--- src/csr_pkg.sv ---
`default_nettype none

package csr_pkg;

    // ==============================
    // widths
    // ==============================
    localparam int XLEN       = 32;
    localparam int CSR_ADDR_W = 12;

    // ==============================
    // csr address map
    // ==============================
    typedef enum logic [CSR_ADDR_W-1:0] {
        // standard machine mode
        CSR_MSTATUS     = 12'h300,
        CSR_MISA        = 12'h301,
        CSR_MIE         = 12'h304,
        CSR_MTVEC       = 12'h305,
        CSR_MEPC        = 12'h341,
        CSR_MCAUSE      = 12'h342,
        CSR_MIP         = 12'h344,
        CSR_MCYCLE      = 12'hB00,
        CSR_MCYCLEH     = 12'hB80,
        CSR_MHARTID     = 12'hF14,
        // custom mvu block
        CSR_MVUWBASEPTR = 12'hF20,
        CSR_MVUIBASEPTR = 12'hF21,
        CSR_MVUSBASEPTR = 12'hF22,
        CSR_MVUBBASEPTR = 12'hF23,
        CSR_MVUOBASEPTR = 12'hF24,
        CSR_MVUPRECISION = 12'hF25,
        CSR_MVUSTATUS   = 12'hF26,
        CSR_MVUCOMMAND  = 12'hF27
    } csr_addr_e;

    // ==============================
    // access operations
    // ==============================
    typedef enum logic [2:0] {
        CSR_OP_RW    = 3'd0,
        CSR_OP_SET   = 3'd1,
        CSR_OP_CLEAR = 3'd2,
        CSR_OP_READ  = 3'd3,
        CSR_OP_MRET  = 3'd4
    } csr_op_e;

endpackage

`default_nettype wire

--- src/irq_pkg.sv ---
`default_nettype none

package irq_pkg;

    // ==============================
    // interrupt lines
    // ==============================
    localparam int IRQ_MVU = 16;

    // msip, mtip, meip and the mvu line
    localparam logic [31:0] MIE_WRITE_MASK = 32'h0001_0888;
    // only the mvu pending bit is software visible
    localparam logic [31:0] MIP_WRITE_MASK = 32'h0001_0000;

    // ==============================
    // mstatus fields
    // ==============================
    localparam int MSTATUS_MIE  = 3;
    localparam int MSTATUS_MPIE = 7;

    localparam logic [31:0] MSTATUS_WRITE_MASK = 32'h0000_0088;

    // interrupt flag plus code 16
    localparam logic [31:0] CAUSE_MVU_IRQ = 32'h8000_0010;

    // mxl = 1 (rv32), base integer isa only
    localparam logic [31:0] MISA_VALUE = 32'h4000_0100;

endpackage

`default_nettype wire

--- src/csr_access_ctrl.sv ---
`default_nettype none

module csr_access_ctrl import csr_pkg::*; (
    input  wire logic                  clk,
    input  wire logic                  rst_n,
    input  wire logic                  req_i,
    input  wire csr_op_e               op_i,
    input  wire logic [CSR_ADDR_W-1:0] addr_i,
    input  wire logic [XLEN-1:0]       wdata_i,
    output logic                       ack_o,
    output logic [XLEN-1:0]            rdata_o,
    output logic                       err_o,
    output logic [CSR_ADDR_W-1:0]      bank_addr_o,
    output logic                       wr_en_o,
    output logic [XLEN-1:0]            wr_data_o,
    output logic                       mret_o,
    input  wire logic [XLEN-1:0]       machine_rd_data_i,
    input  wire logic                  machine_hit_i,
    input  wire logic                  machine_ro_i,
    input  wire logic [XLEN-1:0]       mvu_rd_data_i,
    input  wire logic                  mvu_hit_i,
    input  wire logic                  mvu_ro_i
);

    typedef enum logic [1:0] {
        IDLE,
        ACCESS,
        RESP
    } state_e;

    state_e          state_q;
    logic [XLEN-1:0] old_data;
    logic            any_hit;
    logic            read_only;
    logic            is_write;
    logic            access_err;

    // ==============================
    // decode and merge
    // ==============================
    // mret reports mepc, so steer the banks there
    assign bank_addr_o = (op_i == CSR_OP_MRET) ? CSR_MEPC : addr_i;

    assign old_data   = machine_hit_i ? machine_rd_data_i : mvu_rd_data_i;
    assign any_hit    = machine_hit_i | mvu_hit_i;
    assign read_only  = machine_hit_i ? machine_ro_i : mvu_ro_i;
    assign is_write   = op_i inside {CSR_OP_RW, CSR_OP_SET, CSR_OP_CLEAR};
    assign access_err = !any_hit || (is_write && read_only);

    // read-modify-write
    always_comb begin
        case (op_i)
            CSR_OP_SET:   wr_data_o = old_data | wdata_i;
            CSR_OP_CLEAR: wr_data_o = old_data & ~wdata_i;
            default:      wr_data_o = wdata_i;
        endcase
    end

    assign wr_en_o = (state_q == ACCESS) && is_write && !access_err;
    assign mret_o  = (state_q == ACCESS) && (op_i == CSR_OP_MRET);

    // ==============================
    // handshake fsm
    // ==============================
    always_ff @(posedge clk or negedge rst_n) begin
        if (!rst_n) begin
            state_q <= IDLE;
            ack_o   <= 1'b0;
            err_o   <= 1'b0;
        end else begin
            case (state_q)
                IDLE: begin
                    if (req_i) state_q <= ACCESS;
                end
                ACCESS: begin
                    err_o   <= access_err;
                    state_q <= RESP;
                end
                RESP: begin
                    // ack follows req, response held meanwhile
                    ack_o <= req_i;
                    if (!req_i) state_q <= IDLE;
                end
                default: state_q <= IDLE;
            endcase
        end
    end

    // value seen before the write lands
    always_ff @(posedge clk) begin
        if (state_q == ACCESS) rdata_o <= old_data;
    end

    a_ack_needs_req: assert property (@(posedge clk) disable iff (!rst_n)
        $rose(ack_o) |-> $past(req_i) && $past(req_i, 2));

    a_wr_one_cycle: assert property (@(posedge clk) disable iff (!rst_n)
        wr_en_o |=> !wr_en_o);

endmodule

`default_nettype wire

--- src/machine_csr_regs.sv ---
`default_nettype none

module machine_csr_regs import csr_pkg::*; import irq_pkg::*; #(
    parameter int unsigned     HART_ID   = 0,
    parameter logic [XLEN-1:0] BOOT_ADDR = '0
) (
    input  wire logic                  clk,
    input  wire logic                  rst_n,
    input  wire logic [CSR_ADDR_W-1:0] addr_i,
    input  wire logic                  wr_en_i,
    input  wire logic [XLEN-1:0]       wr_data_i,
    input  wire logic                  mret_i,
    input  wire logic [XLEN-1:0]       pc_i,
    input  wire logic                  mvu_irq_i,
    input  wire logic                  count_en_i,
    output logic [XLEN-1:0]            rd_data_o,
    output logic                       hit_o,
    output logic                       read_only_o,
    output logic                       irq_take_o,
    output logic [XLEN-1:0]            irq_target_o
);

    logic [XLEN-1:0] mstatus_q;
    logic [XLEN-1:0] mie_q;
    logic [XLEN-1:0] mip_q;
    logic [XLEN-1:0] mtvec_q;
    logic [XLEN-1:0] mepc_q;
    logic [XLEN-1:0] mcause_q;
    logic [63:0]     mcycle_q;
    logic            irq_pending;

    assign irq_pending  = mstatus_q[MSTATUS_MIE] & mie_q[IRQ_MVU] & mip_q[IRQ_MVU];
    assign irq_target_o = mtvec_q;

    // ==============================
    // read side
    // ==============================
    always_comb begin
        rd_data_o   = '0;
        hit_o       = 1'b1;
        read_only_o = 1'b0;
        case (addr_i)
            CSR_MSTATUS: rd_data_o = mstatus_q;
            CSR_MIE:     rd_data_o = mie_q;
            CSR_MIP:     rd_data_o = mip_q;
            CSR_MTVEC:   rd_data_o = mtvec_q;
            CSR_MEPC:    rd_data_o = mepc_q;
            CSR_MCAUSE:  rd_data_o = mcause_q;
            CSR_MISA: begin
                rd_data_o   = MISA_VALUE;
                read_only_o = 1'b1;
            end
            CSR_MHARTID: begin
                rd_data_o   = XLEN'(HART_ID);
                read_only_o = 1'b1;
            end
            CSR_MCYCLE: begin
                rd_data_o   = mcycle_q[31:0];
                read_only_o = 1'b1;
            end
            CSR_MCYCLEH: begin
                rd_data_o   = mcycle_q[63:32];
                read_only_o = 1'b1;
            end
            default: hit_o = 1'b0;
        endcase
    end

    // ==============================
    // write side and trap state
    // ==============================
    always_ff @(posedge clk or negedge rst_n) begin
        if (!rst_n) begin
            mstatus_q  <= '0;
            mie_q      <= '0;
            mip_q      <= '0;
            mtvec_q    <= BOOT_ADDR;
            mepc_q     <= '0;
            mcause_q   <= '0;
            mcycle_q   <= '0;
            irq_take_o <= 1'b0;
        end else begin
            irq_take_o <= irq_pending;
            if (count_en_i) mcycle_q <= mcycle_q + 64'd1;

            if (wr_en_i && addr_i == CSR_MIE) begin
                mie_q <= (mie_q & ~MIE_WRITE_MASK) | (wr_data_i & MIE_WRITE_MASK);
            end
            if (wr_en_i && addr_i == CSR_MTVEC) mtvec_q <= wr_data_i;

            // pending bit is sticky, only software clears it
            if (wr_en_i && addr_i == CSR_MIP) begin
                mip_q <= (mip_q & ~MIP_WRITE_MASK) | (wr_data_i & MIP_WRITE_MASK);
            end
            if (mvu_irq_i) mip_q[IRQ_MVU] <= 1'b1;

            if (irq_pending) begin
                // trap entry wins over software updates
                mepc_q                  <= pc_i;
                mcause_q                <= CAUSE_MVU_IRQ;
                mstatus_q[MSTATUS_MPIE] <= mstatus_q[MSTATUS_MIE];
                mstatus_q[MSTATUS_MIE]  <= 1'b0;
            end else begin
                if (mret_i) begin
                    mstatus_q[MSTATUS_MIE]  <= mstatus_q[MSTATUS_MPIE];
                    mstatus_q[MSTATUS_MPIE] <= 1'b1;
                end else if (wr_en_i && addr_i == CSR_MSTATUS) begin
                    mstatus_q <= (mstatus_q & ~MSTATUS_WRITE_MASK)
                               | (wr_data_i & MSTATUS_WRITE_MASK);
                end
                if (wr_en_i && addr_i == CSR_MEPC) mepc_q <= {wr_data_i[XLEN-1:1], 1'b0};
                if (wr_en_i && addr_i == CSR_MCAUSE) mcause_q <= wr_data_i;
            end
        end
    end

    a_take_single: assert property (@(posedge clk) disable iff (!rst_n)
        irq_take_o |=> !irq_take_o);

endmodule

`default_nettype wire

--- src/mvu_csr_bank.sv ---
`default_nettype none

module mvu_csr_bank import csr_pkg::*; (
    input  wire logic                  clk,
    input  wire logic                  rst_n,
    input  wire logic [CSR_ADDR_W-1:0] addr_i,
    input  wire logic                  wr_en_i,
    input  wire logic [XLEN-1:0]       wr_data_i,
    input  wire logic                  mvu_busy_i,
    output logic [XLEN-1:0]            rd_data_o,
    output logic                       hit_o,
    output logic                       read_only_o,
    output logic [XLEN-1:0]            wbaseptr_o,
    output logic [XLEN-1:0]            ibaseptr_o,
    output logic [XLEN-1:0]            sbaseptr_o,
    output logic [XLEN-1:0]            bbaseptr_o,
    output logic [XLEN-1:0]            obaseptr_o,
    output logic [XLEN-1:0]            precision_o,
    output logic [XLEN-1:0]            command_o,
    output logic                       start_o
);

    localparam int NUM_REGS = 7;
    localparam int SEL_W    = $clog2(NUM_REGS);
    localparam logic [SEL_W-1:0] SEL_CMD = SEL_W'(6);

    // slots: w, i, s, b, o base pointers, precision, command
    logic [XLEN-1:0]  regs_q [NUM_REGS];
    logic [SEL_W-1:0] sel;
    logic             sel_valid;
    logic             is_status;

    always_comb begin
        sel       = '0;
        sel_valid = 1'b1;
        is_status = 1'b0;
        case (addr_i)
            CSR_MVUWBASEPTR:  sel = SEL_W'(0);
            CSR_MVUIBASEPTR:  sel = SEL_W'(1);
            CSR_MVUSBASEPTR:  sel = SEL_W'(2);
            CSR_MVUBBASEPTR:  sel = SEL_W'(3);
            CSR_MVUOBASEPTR:  sel = SEL_W'(4);
            CSR_MVUPRECISION: sel = SEL_W'(5);
            CSR_MVUCOMMAND:   sel = SEL_CMD;
            CSR_MVUSTATUS: begin
                sel_valid = 1'b0;
                is_status = 1'b1;
            end
            default: sel_valid = 1'b0;
        endcase
    end

    assign hit_o       = sel_valid | is_status;
    assign read_only_o = is_status;
    assign rd_data_o   = is_status ? {{(XLEN-1){1'b0}}, mvu_busy_i}
                       : (sel_valid ? regs_q[sel] : '0);

    always_ff @(posedge clk or negedge rst_n) begin
        if (!rst_n) begin
            for (int i = 0; i < NUM_REGS; i++) regs_q[i] <= '0;
            start_o <= 1'b0;
        end else begin
            if (wr_en_i && sel_valid) regs_q[sel] <= wr_data_i;
            // kick the mvu once the new command is visible
            start_o <= wr_en_i && sel_valid && (sel == SEL_CMD);
        end
    end

    assign wbaseptr_o  = regs_q[0];
    assign ibaseptr_o  = regs_q[1];
    assign sbaseptr_o  = regs_q[2];
    assign bbaseptr_o  = regs_q[3];
    assign obaseptr_o  = regs_q[4];
    assign precision_o = regs_q[5];
    assign command_o   = regs_q[SEL_CMD];

    a_start_after_cmd: assert property (@(posedge clk) disable iff (!rst_n)
        start_o |-> $past(wr_en_i && addr_i == CSR_MVUCOMMAND));

endmodule

`default_nettype wire

--- src/csr_unit_top.sv ---
`default_nettype none

module csr_unit_top import csr_pkg::*; #(
    parameter int unsigned     HART_ID   = 0,
    parameter logic [XLEN-1:0] BOOT_ADDR = '0
) (
    input  wire logic                  clk,
    input  wire logic                  rst_n,
    input  wire logic                  req_i,
    input  wire csr_op_e               op_i,
    input  wire logic [CSR_ADDR_W-1:0] addr_i,
    input  wire logic [XLEN-1:0]       wdata_i,
    input  wire logic [XLEN-1:0]       pc_i,
    input  wire logic                  mvu_irq_i,
    input  wire logic                  mvu_busy_i,
    input  wire logic                  count_en_i,
    output logic                       ack_o,
    output logic [XLEN-1:0]            rdata_o,
    output logic                       err_o,
    output logic                       irq_take_o,
    output logic [XLEN-1:0]            irq_target_o,
    output logic [XLEN-1:0]            mvu_wbaseptr_o,
    output logic [XLEN-1:0]            mvu_ibaseptr_o,
    output logic [XLEN-1:0]            mvu_sbaseptr_o,
    output logic [XLEN-1:0]            mvu_bbaseptr_o,
    output logic [XLEN-1:0]            mvu_obaseptr_o,
    output logic [XLEN-1:0]            mvu_precision_o,
    output logic [XLEN-1:0]            mvu_command_o,
    output logic                       mvu_start_o
);

    logic [CSR_ADDR_W-1:0] bank_addr;
    logic                  wr_en;
    logic [XLEN-1:0]       wr_data;
    logic                  mret;
    logic [XLEN-1:0]       machine_rd_data;
    logic                  machine_hit;
    logic                  machine_ro;
    logic [XLEN-1:0]       mvu_rd_data;
    logic                  mvu_hit;
    logic                  mvu_ro;

    csr_access_ctrl u_ctrl (
        .clk               (clk),
        .rst_n             (rst_n),
        .req_i             (req_i),
        .op_i              (op_i),
        .addr_i            (addr_i),
        .wdata_i           (wdata_i),
        .ack_o             (ack_o),
        .rdata_o           (rdata_o),
        .err_o             (err_o),
        .bank_addr_o       (bank_addr),
        .wr_en_o           (wr_en),
        .wr_data_o         (wr_data),
        .mret_o            (mret),
        .machine_rd_data_i (machine_rd_data),
        .machine_hit_i     (machine_hit),
        .machine_ro_i      (machine_ro),
        .mvu_rd_data_i     (mvu_rd_data),
        .mvu_hit_i         (mvu_hit),
        .mvu_ro_i          (mvu_ro)
    );

    machine_csr_regs #(
        .HART_ID   (HART_ID),
        .BOOT_ADDR (BOOT_ADDR)
    ) u_machine (
        .clk          (clk),
        .rst_n        (rst_n),
        .addr_i       (bank_addr),
        .wr_en_i      (wr_en),
        .wr_data_i    (wr_data),
        .mret_i       (mret),
        .pc_i         (pc_i),
        .mvu_irq_i    (mvu_irq_i),
        .count_en_i   (count_en_i),
        .rd_data_o    (machine_rd_data),
        .hit_o        (machine_hit),
        .read_only_o  (machine_ro),
        .irq_take_o   (irq_take_o),
        .irq_target_o (irq_target_o)
    );

    mvu_csr_bank u_mvu (
        .clk         (clk),
        .rst_n       (rst_n),
        .addr_i      (bank_addr),
        .wr_en_i     (wr_en),
        .wr_data_i   (wr_data),
        .mvu_busy_i  (mvu_busy_i),
        .rd_data_o   (mvu_rd_data),
        .hit_o       (mvu_hit),
        .read_only_o (mvu_ro),
        .wbaseptr_o  (mvu_wbaseptr_o),
        .ibaseptr_o  (mvu_ibaseptr_o),
        .sbaseptr_o  (mvu_sbaseptr_o),
        .bbaseptr_o  (mvu_bbaseptr_o),
        .obaseptr_o  (mvu_obaseptr_o),
        .precision_o (mvu_precision_o),
        .command_o   (mvu_command_o),
        .start_o     (mvu_start_o)
    );

endmodule

`default_nettype wire

--- config.mk ---
export PLATFORM = sky130hd
export DESIGN_NAME = csr_unit_top
export DESIGN_NICKNAME = d
export VERILOG_FILES = /design/src/csr_pkg.sv /design/src/irq_pkg.sv /design/src/csr_access_ctrl.sv /design/src/machine_csr_regs.sv /design/src/mvu_csr_bank.sv /design/src/csr_unit_top.sv
export SDC_FILE = /design/constraint.sdc
export NUM_CORES = 1
export LEC_CHECK = 0
export ABC_AREA = 1
export CAP_MARGIN = 5
export CORE_MARGIN = 1
export CORE_UTILIZATION = 58
export CTS_BUF_LIST = sky130_fd_sc_hd__clkbuf_8 sky130_fd_sc_hd__clkbuf_16
export CTS_CLUSTER_SIZE = 28
export DETAILED_ROUTE_END_ITERATION = 8
export DONT_BUFFER_PORTS = 1
export PLACE_DENSITY_LB_ADDON = 0.2
export SYNTH_ARGS = -nofsm -noshare
export SYNTH_HDL_FRONTEND = slang
export SYNTH_SLANG_ARGS = --single-unit
--- constraint.sdc ---
create_clock -name clk -period 3.53 [get_ports clk]
set_input_delay 0.1765 -clock clk [delete_from_list [all_inputs] [get_ports clk]]
set_output_delay 0.1765 -clock clk [all_outputs]
set_load 0.02 [all_outputs]
==> flow_metrics.tcl <==
set metrics [dict create \
    instances_no_fill 3511 \
    ys_seq_area_share_pct 49.66 \
    clkSinkCount 429 \
    fp.dieArea_um2 38610 \
    die_h_um 196.5 \
    synth_fa_ha_area_share_pct 0.05703 \
    drt-initial-drc-count 2185 \
    setup-tns-final_ns 0 \
    grt_pass1_vias 19950 \
    cts.clk_slew.worst_paths_ns 0.06 \
    ctsRootBufferMaster "clkbuf_16" \
    cts.repair.resized 0 \
    area_delta_synth_final_pct 13.07 \
    end_kind "register" \
    gr-total-overflow 0 \
    hold_ws_ns -0.6985 \
    routed_wl_mm 79.33 \
    p_leak_nw 13.12 \
    syn_area_per_cell_um2 7.511 \
    cts_tree "done" \
    synth-warning-count 0 \
    synth_mux_area_share_pct 0 \
    min_period_ns 3.091 \
    synth_area_leaders "dfrtp_1, nand2_1, nor2_1" \
    routed_via_density 5.897 \
    synthSimpleGateAreaFrac_pct 33.96 \
    synth_top_family_by_area "simple AND/OR/NAND/NOR gates" \
    layout-drive-gt1-share_pct 6.986 \
    drtPass1Iterations 6 \
    crit_slowest_cell "nor3_1" \
    ys.flop_type "dfrtp_1" \
    synth_top_area_share_pct 45.28 \
    grt_antenna_before_repair 1 \
    worstSetupPathType "register to register" \
    hp-class "input port to async pin" \
    worst_pin_slew_ns 1.090 \
    ios 377 \
    htree_levels 2 \
    clock_path_buffers 3 \
    cp_top_family "simple AND/OR/NAND/NOR gates" \
    slowest_delay_ns 0.47 \
    finalSetupViolCount 0 \
    status "complete, but fails checks" \
    clk_latency_ns 0.60 \
    rsz0062_at_grt "false" \
    rows 70 \
    synth.distinct_cells 46 \
    synth-edff-count 32 \
    cp_cell_sequence "ha_1, nand4_1, inv_1, nand2_1, nor2_1, nand3_1, nor3_1, inv_1, nor3b_1, nand4_1, xnor2_1" \
    ys_ff_latch 429 \
    layout_common_cells "nand2_1, dfrtp_1, nor2_1" \
    portBuffers 0 \
    synth_fp_nets 3007 \
    synth_top_area_cell "dfrtp_1" \
    fillers 3159 \
    drv_slew 0 \
    dp_hpwl_mm 56.89 \
    startpoint_type "register" \
    hold_viol 397 \
    die_w_um 196.5 \
    wl_per_cell_um 22.60 \
    dr_total_vias 20700 \
    synth-compound-area-share_pct 6.958 \
    dp.cells 3347 \
    synth-async-reset-ratio_pct 92.54 \
    final_common_cell "nand2_1" \
    netlist_area_um2 21940 \
    placed_area_um2 22450 \
    cts_made_buffers 48 \
    initial_utilization_pct 59.50 \
    ir_drop_v 0.0004408 \
    power.total_w 0.01217 \
    drtAntennaViolNets 0 \
    remaining_drc_errors 0 \
    gp_congestion 0.9977 \
    layout.nets 3054 \
    grt_pass1_wl_mm 120.8 \
    fp.coreArea_um2 36870 \
    p_per_area_nw_per_um2 490.5 \
    cap_violations 0 \
    fin_crit_sh_pct 87.55 \
    crit_path_max_fanout 4 \
    violations "negative hold slack" \
    maxSlewHeadroom_pct 27.35 \
    grt_util_all_layers_pct 41.43 \
    syn_inst 2921 \
    crit_buf_inv 2 \
    holdBufCountCts 75 \
    grt_max_degree 398 \
    synth-xor-area-share_pct 2.395 \
    critPathArrivalTime_ns 3.56 \
    fmax_ghz 0.3236 \
    cp.required_ns 4.00 \
    clock_skew_ns 0.02871 \
    fin_area_um2 24810 \
]
==> routing by layer <==
| metal | wire [um] | track usage (%) | vias to the layer above | part of all wire, % |
|---|---|---|---|---|
| li1 | - | - | 9354 | - |
| met1 | 30950 | 55.35 | 9897 | 39 |
| met2 | 34980 | 62.33 | 1234 | 44 |
| met3 | 9448 | 11.88 | 219 | 12 |
| met4 | 3951 | 19.70 | 0 | 5.0 |
| met5 | 0 | 0 | - | 0 |
==> through the flow <==
stage	worst slack (ns)	util (%)
3_5_place_dp	0.2652	60.90
4_1_cts	0.4734	67.27
3_3_place_gp	0.3172	60.90
2_1_floorplan	0.1057	-
5_1_grt	0.1262	67.28
6_report	0.4393	67.28
==> final cells by class <==
cell class              count  area, um^2  area share, %
flip-flops and latches    429       10900          43.92
inverters                 232       873.3          3.520
well taps                 504       630.6          2.542
multi-input cells        2126        9559          38.53
diodes                      1       2.502        0.01009
clock buffers              59        1353          5.452
repair buffers            131        1246          5.023
clock inverters            29       247.7         0.9986
==> cell families (layout without fill, tap and decap cells) <==
group | after synthesis | count (layout)
and+or+nand+nor | 1803 | 1803
adders and majority gates | 1 | 1
xor gates and xnor gates | 60 | 60
buffers and inverters | 366 | 451
AOI/OAI and AO/OA | 262 | 262
DFF | 429 | 429
other | 0 | 1
==> synthesized netlist by cell type (all sizes together) (13+ instances only) <==
cell / instances
a211oi: 24
buf: 83
clkbuf: 51
dfrtp: 397
edfxtp: 32
inv: 231
nand2: 1220
nand3: 186
nand4: 43
nor2: 298
nor3: 32
nor4: 13
o211ai: 31
o21ai: 169
o22ai: 22
xor2: 58
==> what timing repair did <==
item	4_1_cts	5_1_grt
setup endpoints to repair	0	0
hold endpoints to repair	477	397
setup buffers	0	0
==> path summary, 6_finish.rpt <==
path / from / end / slack (ns) / cells past startpoint
max in group asynchronous: rst_n / u_mvu.sbaseptr_o[5] / 3.36 / 0
max reg2reg: u_machine.mcycle_q[0] / u_machine.mcycle_q[62] / 0.44 / 11
min: rst_n / u_ctrl.state_q[1] / -0.70 / 0
min in group clk: wdata_i[18] / u_machine.irq_target_o[18] / 0.01 / 4
max: u_machine.mcycle_q[0] / u_machine.mcycle_q[62] / 0.44 / 11
min reg2reg: u_machine.mie_q[11] / u_machine.mie_q[11] / 0.49 / 2
==> flip-flops by register name, summed over array words and instances, names as in the netlist <==
| signal | flops |
|---|---|
| u_ctrl.ack_o | 1 |
| u_ctrl.err_o | 1 |
| u_ctrl.rdata_o | 32 |
| u_ctrl.state_q | 2 |
| u_machine.irq_take_o | 1 |
| u_machine.irq_target_o | 32 |
| u_machine.mcause_q | 32 |
| u_machine.mcycle_q | 64 |
| u_machine.mepc_q | 32 |
| u_machine.mie_q | 4 |
| u_machine.mip_q | 1 |
| u_machine.mstatus_q | 2 |
| u_mvu.bbaseptr_o | 32 |
| u_mvu.command_o | 32 |
| u_mvu.ibaseptr_o | 32 |
| u_mvu.obaseptr_o | 32 |
| u_mvu.precision_o | 32 |
| u_mvu.sbaseptr_o | 32 |
| u_mvu.start_o | 1 |
| u_mvu.wbaseptr_o | 32 |
==> power breakdown <==
part           total, W  switching [W]  internal [W]
clock           0.00509        0.00210       0.00300
combinational   0.00145       0.000852      0.000594
sequential      0.00563       0.000300       0.00533
total            0.0122        0.00325       0.00892
No activity file was read; power rests on OpenSTA's default activity.
